## src/source/pkt_pkg.sv

```systemverilog
// Packet bus definitions
`default_nettype none

package pkt_pkg;

   // --------------------------------------------------
   // Word widths and port count
   // --------------------------------------------------
   localparam int data_width = 64;
   localparam int ctrl_width = 8;
   localparam int num_ports  = 4;

   typedef logic [$clog2(num_ports)-1:0] port_idx_t;
   typedef logic [num_ports-1:0]         port_mask_t;
   typedef logic [data_width-1:0]        pkt_data_t;
   typedef logic [ctrl_width-1:0]        pkt_ctrl_t;

   // Control word codes
   localparam pkt_ctrl_t ctrl_module_hdr = 8'hff;
   localparam pkt_ctrl_t ctrl_payload    = 8'h00;

   // --------------------------------------------------
   // Module header layout
   // --------------------------------------------------
   localparam int hdr_dst_lsb = 48;
   localparam int hdr_src_lsb = 16;

   // Words per output FIFO
   localparam int oq_depth = 16;

   // Any other nonzero control code ends a packet
   function automatic logic is_last_word(pkt_ctrl_t ctrl);
      return (ctrl != ctrl_module_hdr) && (ctrl != ctrl_payload);
   endfunction

endpackage

`default_nettype wire

```

## src/source/reg_pkg.sv

```systemverilog
// Register ring definitions
`default_nettype none

package reg_pkg;

   localparam int reg_addr_width = 23;
   localparam int reg_data_width = 32;
   localparam int reg_src_width  = 2;

   typedef logic [reg_addr_width-1:0] reg_addr_t;
   typedef logic [reg_data_width-1:0] reg_data_t;
   typedef logic [reg_src_width-1:0]  reg_src_t;

   // --------------------------------------------------
   // Address map
   // --------------------------------------------------
   localparam int block_lsb = 16;

   typedef logic [reg_addr_width-block_lsb-1:0] reg_block_t;
   typedef logic [block_lsb-1:0]                reg_offset_t;

   localparam reg_block_t block_op_lut  = reg_block_t'(1);
   localparam reg_block_t block_oq      = reg_block_t'(2);
   localparam reg_data_t  reg_no_target = 32'hdead_beef;

   function automatic reg_block_t reg_block(reg_addr_t addr);
      return addr[reg_addr_width-1:block_lsb];
   endfunction

   function automatic reg_offset_t reg_offset(reg_addr_t addr);
      return addr[block_lsb-1:0];
   endfunction

endpackage

`default_nettype wire

```

## src/source/pkt_bus_if.sv

```systemverilog
// Packet word link
`timescale 1ns/1ps
`default_nettype none

interface pkt_bus_if
   import pkt_pkg::*;
();

   pkt_data_t data;
   pkt_ctrl_t ctrl;
   logic      wr;
   // High when the receiver takes a word this cycle
   logic      rdy;

   modport src (output data, ctrl, wr, input rdy);
   modport dst (input data, ctrl, wr, output rdy);

endinterface

`default_nettype wire

```

## src/source/reg_ring_if.sv

```systemverilog
// Register ring hop
`timescale 1ns/1ps
`default_nettype none

interface reg_ring_if
   import reg_pkg::*;
();

   // One-cycle request pulse
   logic      req;
   // Set by the stage that claims the access
   logic      ack;
   logic      rd_wr_l;
   reg_addr_t addr;
   reg_data_t data;
   reg_src_t  src;

   modport up (output req, ack, rd_wr_l, addr, data, src);
   modport down (input req, ack, rd_wr_l, addr, data, src);

endinterface

`default_nettype wire

```

## src/source/input_arbiter.sv

```systemverilog
// Packet round-robin input arbiter
`timescale 1ns/1ps
`default_nettype none

module input_arbiter
   import pkt_pkg::*;
(
   input  logic                 clk,
   input  logic                 reset,
   input  pkt_data_t            in_data [num_ports],
   input  pkt_ctrl_t            in_ctrl [num_ports],
   input  logic [num_ports-1:0] in_wr,
   output logic [num_ports-1:0] in_rdy,
   pkt_bus_if.src               out,
   reg_ring_if.down             reg_in,
   reg_ring_if.up               reg_out
);

   port_idx_t cur_port;
   logic      in_pkt;
   logic      out_vld;
   logic      stall;
   logic      accept;
   pkt_data_t in_word;

   // --------------------------------------------------
   // Grant and output register
   // --------------------------------------------------
   assign stall  = out_vld && !out.rdy;
   assign accept = in_wr[cur_port] && !stall;
   assign out.wr = out_vld && out.rdy;

   // Only the granted port sees rdy
   always_comb
   begin
      in_rdy           = '0;
      in_rdy[cur_port] = !stall;
   end

   // Stamp the source port into the header
   always_comb
   begin
      in_word = in_data[cur_port];
      if (in_ctrl[cur_port] == ctrl_module_hdr)
         in_word[hdr_src_lsb +: $bits(port_idx_t)] = cur_port;
   end

   always_ff @(posedge clk)
   begin
      if (reset)
      begin
         cur_port <= '0;
         in_pkt   <= 1'b0;
         out_vld  <= 1'b0;
      end
      else
      begin
         if (!stall)
            out_vld <= accept;
         if (accept)
         begin
            in_pkt <= !is_last_word(in_ctrl[cur_port]);
            if (is_last_word(in_ctrl[cur_port]))
               cur_port <= cur_port + port_idx_t'(1);
         end
         else if (!in_pkt)
            cur_port <= cur_port + port_idx_t'(1);
      end
   end

   always_ff @(posedge clk)
   begin
      if (accept)
      begin
         out.data <= in_word;
         out.ctrl <= in_ctrl[cur_port];
      end
   end

   // --------------------------------------------------
   // Register ring hop, no registers here
   // --------------------------------------------------
   always_ff @(posedge clk)
   begin
      if (reset)
      begin
         reg_out.req <= 1'b0;
         reg_out.ack <= 1'b0;
      end
      else
      begin
         reg_out.req <= reg_in.req;
         reg_out.ack <= reg_in.ack;
      end
   end

   always_ff @(posedge clk)
   begin
      reg_out.rd_wr_l <= reg_in.rd_wr_l;
      reg_out.addr    <= reg_in.addr;
      reg_out.data    <= reg_in.data;
      reg_out.src     <= reg_in.src;
   end

   // A word written on a port that is not ready would be lost
   assert property (@(posedge clk) disable iff (reset) (in_wr & ~in_rdy) == '0);

endmodule

`default_nettype wire

```

## src/source/output_port_lookup.sv

```systemverilog
// Output port lookup stage
`timescale 1ns/1ps
`default_nettype none

module output_port_lookup
   import pkt_pkg::*, reg_pkg::*;
(
   input  logic     clk,
   input  logic     reset,
   pkt_bus_if.dst   in,
   pkt_bus_if.src   out,
   reg_ring_if.down reg_in,
   reg_ring_if.up   reg_out
);

   port_mask_t lut [num_ports];
   logic       out_vld;
   port_idx_t  src_port;
   logic       reg_hit;
   port_idx_t  reg_idx;

   // --------------------------------------------------
   // Header rewrite
   // --------------------------------------------------
   assign in.rdy   = !out_vld || out.rdy;
   assign out.wr   = out_vld && out.rdy;
   assign src_port = in.data[hdr_src_lsb +: $bits(port_idx_t)];

   always_ff @(posedge clk)
   begin
      if (reset)
         out_vld <= 1'b0;
      else if (in.rdy)
         out_vld <= in.wr;
   end

   always_ff @(posedge clk)
   begin
      if (in.wr)
      begin
         out.data <= in.data;
         out.ctrl <= in.ctrl;
         if (in.ctrl == ctrl_module_hdr)
            out.data[hdr_dst_lsb +: num_ports] <= lut[src_port];
      end
   end

   // --------------------------------------------------
   // Lookup table registers
   // --------------------------------------------------
   assign reg_idx = port_idx_t'(reg_offset(reg_in.addr));
   assign reg_hit = reg_in.req && !reg_in.ack
                    && (reg_block(reg_in.addr) == block_op_lut)
                    && (reg_offset(reg_in.addr) < num_ports);

   // Default route sends port i to port i xor 1
   always_ff @(posedge clk)
   begin
      if (reset)
      begin
         for (int i = 0; i < num_ports; i++)
            lut[i] <= port_mask_t'(1) << (i ^ 1);
      end
      else if (reg_hit && !reg_in.rd_wr_l)
         lut[reg_idx] <= reg_in.data[num_ports-1:0];
   end

   always_ff @(posedge clk)
   begin
      if (reset)
      begin
         reg_out.req <= 1'b0;
         reg_out.ack <= 1'b0;
      end
      else
      begin
         reg_out.req <= reg_in.req;
         reg_out.ack <= reg_in.ack || reg_hit;
      end
   end

   always_ff @(posedge clk)
   begin
      reg_out.rd_wr_l <= reg_in.rd_wr_l;
      reg_out.addr    <= reg_in.addr;
      reg_out.src     <= reg_in.src;
      if (reg_hit && reg_in.rd_wr_l)
         reg_out.data <= reg_data_t'(lut[reg_idx]);
      else
         reg_out.data <= reg_in.data;
   end

endmodule

`default_nettype wire

```

## src/source/output_queues.sv

```systemverilog
// Multicast output queues
`timescale 1ns/1ps
`default_nettype none

module output_queues
   import pkt_pkg::*, reg_pkg::*;
(
   input  logic                 clk,
   input  logic                 reset,
   pkt_bus_if.dst               in,
   output pkt_data_t            out_data [num_ports],
   output pkt_ctrl_t            out_ctrl [num_ports],
   output logic [num_ports-1:0] out_wr,
   input  logic [num_ports-1:0] out_rdy,
   reg_ring_if.down             reg_in,
   reg_ring_if.up               reg_out
);

   typedef logic [$clog2(oq_depth)-1:0] ptr_t;
   typedef logic [$clog2(oq_depth):0]   cnt_t;

   port_mask_t           pkt_mask;
   port_mask_t           wr_mask;
   logic [num_ports-1:0] full;
   logic [num_ports-1:0] fifo_wr;
   reg_data_t            pkt_cnt [num_ports];
   logic                 reg_hit;
   port_idx_t            reg_idx;

   // --------------------------------------------------
   // Enqueue
   // --------------------------------------------------
   assign in.rdy  = ~|full;
   assign wr_mask = (in.ctrl == ctrl_module_hdr) ? in.data[hdr_dst_lsb +: num_ports]
                                                 : pkt_mask;
   assign fifo_wr = in.wr ? wr_mask : '0;

   // Mask holds for the rest of the packet
   always_ff @(posedge clk)
   begin
      if (reset)
         pkt_mask <= '0;
      else if (in.wr && (in.ctrl == ctrl_module_hdr))
         pkt_mask <= in.data[hdr_dst_lsb +: num_ports];
   end

   // --------------------------------------------------
   // Per-port FIFOs and packet counters
   // --------------------------------------------------
   for (genvar p = 0; p < num_ports; p++)
   begin : g_queue
      pkt_data_t data_mem [oq_depth];
      pkt_ctrl_t ctrl_mem [oq_depth];
      ptr_t      wr_ptr;
      ptr_t      rd_ptr;
      cnt_t      count;

      assign full[p]     = (count == cnt_t'(oq_depth));
      assign out_wr[p]   = (count != '0) && out_rdy[p];
      assign out_data[p] = data_mem[rd_ptr];
      assign out_ctrl[p] = ctrl_mem[rd_ptr];

      always_ff @(posedge clk)
      begin
         if (fifo_wr[p])
         begin
            data_mem[wr_ptr] <= in.data;
            ctrl_mem[wr_ptr] <= in.ctrl;
         end
      end

      always_ff @(posedge clk)
      begin
         if (reset)
         begin
            wr_ptr     <= '0;
            rd_ptr     <= '0;
            count      <= '0;
            pkt_cnt[p] <= '0;
         end
         else
         begin
            if (fifo_wr[p])
               wr_ptr <= wr_ptr + ptr_t'(1);
            if (out_wr[p])
               rd_ptr <= rd_ptr + ptr_t'(1);
            count <= count + cnt_t'(fifo_wr[p]) - cnt_t'(out_wr[p]);
            if (out_wr[p] && is_last_word(out_ctrl[p]))
               pkt_cnt[p] <= pkt_cnt[p] + reg_data_t'(1);
         end
      end

      // Lookup stage must hold off while any queue is full
      assert property (@(posedge clk) disable iff (reset) fifo_wr[p] |-> !full[p]);
   end

   // --------------------------------------------------
   // Counter registers
   // --------------------------------------------------
   assign reg_idx = port_idx_t'(reg_offset(reg_in.addr));
   assign reg_hit = reg_in.req && !reg_in.ack
                    && (reg_block(reg_in.addr) == block_oq)
                    && (reg_offset(reg_in.addr) < num_ports);

   always_ff @(posedge clk)
   begin
      if (reset)
      begin
         reg_out.req <= 1'b0;
         reg_out.ack <= 1'b0;
      end
      else
      begin
         reg_out.req <= reg_in.req;
         reg_out.ack <= reg_in.ack || reg_hit;
      end
   end

   // Counters are read only, writes just get the ack
   always_ff @(posedge clk)
   begin
      reg_out.rd_wr_l <= reg_in.rd_wr_l;
      reg_out.addr    <= reg_in.addr;
      reg_out.src     <= reg_in.src;
      if (reg_hit && reg_in.rd_wr_l)
         reg_out.data <= pkt_cnt[reg_idx];
      else
         reg_out.data <= reg_in.data;
   end

endmodule

`default_nettype wire

```

## src/source/udp_reg_master.sv

```systemverilog
// Register ring master
`timescale 1ns/1ps
`default_nettype none

module udp_reg_master
   import reg_pkg::*;
(
   input  logic      clk,
   input  logic      reset,
   input  logic      reg_req,
   input  logic      reg_rd_wr_l,
   input  reg_addr_t reg_addr,
   input  reg_data_t reg_wr_data,
   output logic      reg_ack,
   output reg_data_t reg_rd_data,
   reg_ring_if.up    ring_out,
   reg_ring_if.down  ring_in
);

   logic pending;
   logic launch;

   // Core keeps reg_req up through the ack cycle
   assign launch       = reg_req && !pending && !reg_ack;
   assign ring_out.ack = 1'b0;

   always_ff @(posedge clk)
   begin
      if (reset)
      begin
         pending      <= 1'b0;
         ring_out.req <= 1'b0;
         reg_ack      <= 1'b0;
      end
      else
      begin
         ring_out.req <= launch;
         reg_ack      <= ring_in.req;
         if (launch)
            pending <= 1'b1;
         else if (ring_in.req)
            pending <= 1'b0;
      end
   end

   always_ff @(posedge clk)
   begin
      if (launch)
      begin
         ring_out.rd_wr_l <= reg_rd_wr_l;
         ring_out.addr    <= reg_addr;
         ring_out.data    <= reg_wr_data;
         ring_out.src     <= '0;
      end
      // Unclaimed access comes back with ack low
      if (ring_in.req)
         reg_rd_data <= ring_in.ack ? ring_in.data : reg_no_target;
   end

   // Every reply on the ring belongs to an access in flight
   assert property (@(posedge clk) disable iff (reset) ring_in.req |-> pending);

endmodule

`default_nettype wire

```

## src/source/user_data_path.sv

```systemverilog
// User data path top level
`timescale 1ns/1ps
`default_nettype none

module user_data_path
   import pkt_pkg::*, reg_pkg::*;
(
   input  logic                 clk,
   input  logic                 reset,

   input  pkt_data_t            in_data  [num_ports],
   input  pkt_ctrl_t            in_ctrl  [num_ports],
   input  logic [num_ports-1:0] in_wr,
   output logic [num_ports-1:0] in_rdy,

   output pkt_data_t            out_data [num_ports],
   output pkt_ctrl_t            out_ctrl [num_ports],
   output logic [num_ports-1:0] out_wr,
   input  logic [num_ports-1:0] out_rdy,

   input  logic                 reg_req,
   input  logic                 reg_rd_wr_l,
   input  reg_addr_t            reg_addr,
   input  reg_data_t            reg_wr_data,
   output logic                 reg_ack,
   output reg_data_t            reg_rd_data
);

   // --------------------------------------------------
   // Pipeline links and ring hops
   // --------------------------------------------------
   pkt_bus_if  arb_to_lut ();
   pkt_bus_if  lut_to_oq ();

   reg_ring_if ring_to_arb ();
   reg_ring_if ring_to_lut ();
   reg_ring_if ring_to_oq ();
   reg_ring_if ring_to_mst ();

   udp_reg_master i_reg_master (
      .clk         (clk),
      .reset       (reset),
      .reg_req     (reg_req),
      .reg_rd_wr_l (reg_rd_wr_l),
      .reg_addr    (reg_addr),
      .reg_wr_data (reg_wr_data),
      .reg_ack     (reg_ack),
      .reg_rd_data (reg_rd_data),
      .ring_out    (ring_to_arb.up),
      .ring_in     (ring_to_mst.down)
   );

   input_arbiter i_input_arbiter (
      .clk     (clk),
      .reset   (reset),
      .in_data (in_data),
      .in_ctrl (in_ctrl),
      .in_wr   (in_wr),
      .in_rdy  (in_rdy),
      .out     (arb_to_lut.src),
      .reg_in  (ring_to_arb.down),
      .reg_out (ring_to_lut.up)
   );

   output_port_lookup i_output_port_lookup (
      .clk     (clk),
      .reset   (reset),
      .in      (arb_to_lut.dst),
      .out     (lut_to_oq.src),
      .reg_in  (ring_to_lut.down),
      .reg_out (ring_to_oq.up)
   );

   // Last ring hop closes back to the master
   output_queues i_output_queues (
      .clk      (clk),
      .reset    (reset),
      .in       (lut_to_oq.dst),
      .out_data (out_data),
      .out_ctrl (out_ctrl),
      .out_wr   (out_wr),
      .out_rdy  (out_rdy),
      .reg_in   (ring_to_oq.down),
      .reg_out  (ring_to_mst.up)
   );

endmodule

`default_nettype wire

```

## config.mk

```make
export PLATFORM = sky130hd
export DESIGN_NAME = user_data_path
export DESIGN_NICKNAME = d
export VERILOG_FILES = /design/src/source/pkt_pkg.sv /design/src/source/reg_pkg.sv /design/src/source/pkt_bus_if.sv /design/src/source/reg_ring_if.sv /design/src/source/input_arbiter.sv /design/src/source/output_port_lookup.sv /design/src/source/output_queues.sv /design/src/source/udp_reg_master.sv /design/src/source/user_data_path.sv
export SDC_FILE = /design/constraint.sdc
export NUM_CORES = 2
export LEC_CHECK = 0
export BUFFER_PORTS_ARGS = -buffer_cell sky130_fd_sc_hd__buf_2
export CORE_MARGIN = 8
export CORE_UTILIZATION = 54
export CTS_CLUSTER_SIZE = 12
export DETAILED_ROUTE_END_ITERATION = 10
export PLACE_DENSITY = 0.74
export SYNTH_ARGS = -nofsm -noshare
export SYNTH_HDL_FRONTEND = slang
export SYNTH_HIERARCHICAL = 1
export SYNTH_MEMORY_MAX_BITS = 65536
export SYNTH_SLANG_ARGS = --single-unit
```

## constraint.sdc

```tcl
create_clock -name clk -period 8.2 [get_ports clk]
set_input_delay 1.64 -clock clk [delete_from_list [all_inputs] [get_ports clk]]
set_output_delay 1.64 -clock clk [all_outputs]
set_load 0.01 [all_outputs]
```

# After elaboration in Yosys (flattened, before gate mapping)

Memories as Yosys holds them, arrays and structs flattened. A register that Yosys moved wholly into a read port is not among the register bits.
Index checks and enable logic that the tools add are counted.

Register bits after elaboration: 445
RAM bits: 4,752
Input bits: 355
Output and inout bits: 329
Word-level logic and storage cells: 222
Memories kept: 10

Memories:

| memory                              | depth | width | rd ports | clocked after Yosys merged registers in | wr ports | line                | source |
|---|---|---|---|---|---|---|---|
| i_output_queues.g_queue[0].data_mem | 16    | 64    | 1        | 1                                       | 1        | output_queues.sv:52 | `pkt_data_t data_mem [oq_depth];` |
| i_output_queues.g_queue[1].data_mem | 16    | 64    | 1        | 1                                       | 1        | output_queues.sv:52 |  |
| i_output_queues.g_queue[2].data_mem | 16    | 64    | 1        | 1                                       | 1        | output_queues.sv:52 |  |
| i_output_queues.g_queue[3].data_mem | 16    | 64    | 1        | 1                                       | 1        | output_queues.sv:52 |  |
| i_output_queues.g_queue[0].ctrl_mem | 16    | 8     | 1        | 1                                       | 1        | output_queues.sv:53 | `pkt_ctrl_t ctrl_mem [oq_depth];` |
| i_output_queues.g_queue[1].ctrl_mem | 16    | 8     | 1        | 1                                       | 1        | output_queues.sv:53 |  |
| +4 memories                         | --    | --    | --       | --                                      | --       | --                  |  |

Add/subtract/negate cells: 21
Magnitude comparators: 5
Equal/unequal tests: 16
Muxes and demuxes: 70
Bitwise logic cells: 6
Reductions and logical operators: 53

Operator list:

| kind                                                         | count |
|---|---|
| two-way mux 32 bit                                           | 5 |
| adder 32 x 1 -> 32 bit (second input constant)               | 4 |
| binary-select mux 64 bit (select 2 bit)                      | 1 |
| two-way mux 64 bit                                           | 2 |
| two-way mux 4 bit                                            | 21 |
| != test 8 bit (second input constant)                        | 5 |
| nonzero test 8 bit                                           | 5 |
| adder 4 x 1 -> 4 bit (second input constant)                 | 8 |
| less-than comparator 16 x 3 -> 1 bit (second input constant) | 2 |
| two-way mux 1 bit                                            | 30 |
| logical AND 1 bit                                            | 29 |
| == test 8 bit (second input constant)                        | 3 |
| adder 5 x 1 -> 5 bit                                         | 4 |
| == test 5 bit (second input constant)                        | 4 |
| nonzero test 5 bit                                           | 4 |
| subtractor 5 x 1 -> 5 bit                                    | 4 |
| binary-select mux 8 bit (select 2 bit)                       | 1 |
| two-way mux 8 bit                                            | 2 |
| two-way mux 2 bit                                            | 6 |
| zero test 1 bit                                              | 9 |
| OR reduction 4 bit                                           | 2 |
| == test 7 x 1 -> 1 bit (second input constant)               | 1 |
| == test 7 x 2 -> 1 bit (second input constant)               | 1 |
| bitwise AND 4 bit                                            | 1 |
| 12 further kinds                                             | 17 |

# Longest topological paths before layout

Depth in word-level cells: 10
Gate-level depth with buffers: 15
Gate-level depth less buffers: 15

# By module

The synthesis kept the hierarchy.

Modules (own cells, without submodules):

| module             | times used | cells each | area each (µm²) | seq. area each (µm²) |
|---|---|---|---|---|
| output_queues      | 1          | 7,774      | 185,487.9       | 144,858.9 |
| input_arbiter      | 1          | 276        | 5,506.5         | 3,443.3 |
| output_port_lookup | 1          | 255        | 4,709.5         | 3,863.7 |
| udp_reg_master     | 1          | 136        | 2,985.4         | 2,702.6 |

# Worst setup path before layout

Ideal clock, no wire load.

Kind: register to register
From: reg i_output_port_lookup.out.ctrl[6]
To: mem i_output_queues/g_queue[0].ctrl_mem[3][0] (netlist name) (enable)
Library setup time: 590 ps
Arrival: 7,208 ps
Required time: 7,610 ps
Slack: 402 ps
Stages on the path, launching flop included: 8
Path buffers: 1
Clock period less this slack: 7,798 ps
Cells stage by stage: edfxtp_1 > nand4_1 > nor2_1 > mux2i_1 > nor2b_1 > clkbuf_1 > nand2_1 > nor3_1

Longest elaborated chain between the ends: 5

RTL lines:

| what                                    | line                | source |
|---|---|---|
| from (decl)                             | pkt_bus_if.sv:15    | `modport src (output data, ctrl, wr, input rdy);` |
| == test 8 bit                           | output_queues.sv:34 | `assign wr_mask = (in.ctrl == ctrl_module_hdr) ? in.data[hdr_dst_lsb +: num_ports]` |
| two-way mux 4 bit                       | output_queues.sv:34 |  |
| two-way mux 4 bit                       | output_queues.sv:36 | `assign fifo_wr = in.wr ? wr_mask : '0;` |
| two-way mux 1 bit                       | output_queues.sv:65 | `if (fifo_wr[p])` |
| two-way mux 1 bit (implied by the code) | output_queues.sv:68 | `ctrl_mem[wr_ptr] <= in.ctrl;` |
| to (decl)                               | output_queues.sv:53 |  |

No other way between the ends.

==> qor.csv <==
stage,metric,value,unit
outcome,status,finished clean,
timing,fmax,165,MHz
placement,DP HPWL,279,mm
floorplanning,Initial Util,54.2,%
cts,cts hold-fix bufs,0,
cts,CTS sink cnt,5214,
job,total of max-cap violations,0,
floorplanning,DIE HEIGHT,622,microns
floorplanning,row cnt,222,
layout,synthesis-to-finish area growth,13.4,%
floorplanning,CORE AREA,0.366,sq mm
timing,RSZ-0062 raised after global routing,no,
floorplanning,total I/O pin count,684,
grt,largest net degree at the start of global routing,138,
grt,first-pass GRT wire length,720,mm
layout,NumNets Final,9881,
drt,Detailed Routing Iterations Pass 1,7,
grt,gr ovfl total,0,
timing,setup TNS,0,ns
cts,TritonCTS clock tree,done,
drt,post-route ant nets,0,
cts,clk buf depth,4,
drt,Via density,6.53,
grt,vias in the first global route,98974,
timing,fin crit share,73.8,%
cts,clk slew on worst S/H paths,0.06,ns
synth,Syn Area/Cell,23.6,sq um
timing,final hold viol count,0,
worst_setup_path,Worst Setup Start Kind,flop,
worst_hold_path,HP Class,flop to flop,
power,Clock power frac,32.6,%
placement,final RePlAce weighted congestion,0.829,
synth,Synthesis Warnings,6,
floorplanning,Die ar.,0.386,sq mm
cts,Num CTS Buffers,536,
layout,Final Util,61.4,%
timing,Worst Slack Setup Final,2.15,ns
cts,root buf cell,clkbuf_16,
grt,gr usage total,26.0,%
worst_setup_path,Critical Path RT,6.56,ns
cts,H-tree levels,6,
floorplanning,Die X,622,microns
timing,Clock Skew,0.0631,ns
cts,Clock Latency Late Sink,1.05,ns
synth,synthesized area,0.198,sq mm
timing,setup violators final,0,
cts,post-CTS sizing,0,
worst_setup_path,CP Capture Type,primary output,
worst_setup_path,crit path kind,flop to primary output,
drt,DR DRC count,0,
drt,Initial DRC Count,13792,
power,worst vdd ir,0.253,mV
placement,IO buf count,683,
synth,Syn Inst Count,8409,
timing,fin. max-slew vios,0,
layout,ratio of cells with drive above 1 in the final layout,33.1,%
drt,WL final,513,mm
cts,"Setup Fix Bufs, Post-CTS",0,
worst_setup_path,"critical path fanouts, max",42,
placement,dpl ws,3.06,ns
power,sequential power share,47.2,%
synth,Mapped Nets,8820,
power,cell internal pwr,50300,uW
worst_setup_path,CP arrival,4.41,ns
drt,WL/cell,35.1,microns
power,Lkg Pwr,0.0701,uW
power,Comb pwr share,20.2,%
timing,worst slew pin tran,1.26,ns
power,power per standard cell area,309,mW/mm^2
drt,via count,95491,
timing,post-layout min period,6.05,ns
power,Net Switching,19000,uW
grt,initial antenna violation count,52,
timing,headroom to the max-slew limit,15.9,%
power,Switching Fraction,27.4,%
power by group through the flow:
stage	Sequential [uW]	Clock, uW	Combinational (uW)
2_1_floorplan	33700	0	8230
3_3_place_gp	33200	0	13700
3_5_place_dp	33300	0	14100
4_1_cts	32700	22900	14200
5_1_grt	32800	23900	14800
6_report	32700	22600	14000
sequential cells by signal, indices dropped and copies added (netlist names), 2 cells and up, named ones only:
register	count
i_input_arbiter/out.ctrl	8
i_input_arbiter/reg_out.addr	23
i_output_queues/g_queue.wr_ptr	16
i_output_queues/g_queue.count	20
i_reg_master/ring_out.addr	23
i_output_queues/g_queue.ctrl_mem	512
i_output_queues/pkt_cnt	128
i_output_port_lookup/out.data	64
i_input_arbiter/cur_port	2
i_output_queues/reg_out.data	32
i_reg_master/reg_rd_data	32
i_output_port_lookup/out.ctrl	8
i_reg_master/ring_out.data	32
i_output_port_lookup/reg_out.addr	23
i_output_port_lookup/reg_out.data	32
i_output_port_lookup/lut	16
i_input_arbiter/out.data	64
i_input_arbiter/reg_out.data	32
i_output_queues/g_queue.data_mem	4096
i_output_queues/g_queue.rd_ptr	16
i_output_queues/pkt_mask	4
cell usage in the layout, fill, tap and decap left out, types with 33 or more instances in the layout:
master,count
clkbuf_1,161
nor3_1,47
xor2_1,88
buf_4,240
nor2_4,48
mux2_2,40
dfxtp_1,215
nor4_1,48
nor2b_1,33
nand2_1,104
clkinv_1,42
nand4_1,38
ha_1,52
nand3_1,69
mux2i_1,77
edfxtp_1,4984
nor2_1,179
nand2b_1,41
inv_1,56
xnor2_1,68
buf_2,682
mux4_2,1496
clkbuf_16,545
and2_1,52
final cells by class:
class / instances / area [sq um]
Antenna cell: 24 / 60.1
Clock buffer: 718 / 14400
Clock inverter: 137 / 1600
Fill cell: 24067 / 141000
Inverter: 63 / 251
Multi-Input combinational cell: 2713 / 42300
Sequential cell: 5214 / 154000
Tap cell: 4816 / 6030
Timing Repair Buffer: 942 / 5610
worst max-delay path: stages, from the launching register on:
cell and delay [ns]:
dfxtp_4 0.52, buf_4 0.71, buf_4 0.77, mux4_2 0.61, mux4_2 0.55, buf_2 0.17
final timing paths:
kind                                  startpoint                               end  slack, ns  depth (start not counted)
setup / recovery                            flop                      out_data[45]       2.15                          5
hold / removal    i_reg_master/ring_out.data[19]  i_input_arbiter/reg_out.data[19]       0.34                          0
setup reg to reg                            flop    i_output_queues/pkt_cnt[0][29]       3.06                          7
hold reg to reg   i_reg_master/ring_out.data[19]  i_input_arbiter/reg_out.data[19]       0.34                          0
metal layers:
metal  GRT usage [%]  wire, microns  share of wire [%]  vias up
li1                -              -                  -    37763
met1            34.8         184000                 36    50667
met2            42.7         250000                 49     6208
met3            5.38          57600                 11      851
met4            9.40          20900                4.1        2
met5               0             12             0.0023        -
metrics by stage:
step / power (uW) / cells / hold WS (ns) / cell area (sq um)
2_1_floorplan: 41900 / 8409 / 0.323 / 198000
3_3_place_gp: 46900 / 13748 / 0.328 / 209000
3_5_place_dp: 47400 / 13748 / 0.328 / 209000
4_1_cts: 69800 / 14603 / 0.340 / 225000
5_1_grt: 71400 / 14611 / 0.348 / 225000
6_report: 69300 / 14627 / 0.336 / 225000
No activity file was read; power rests on OpenSTA's default activity.
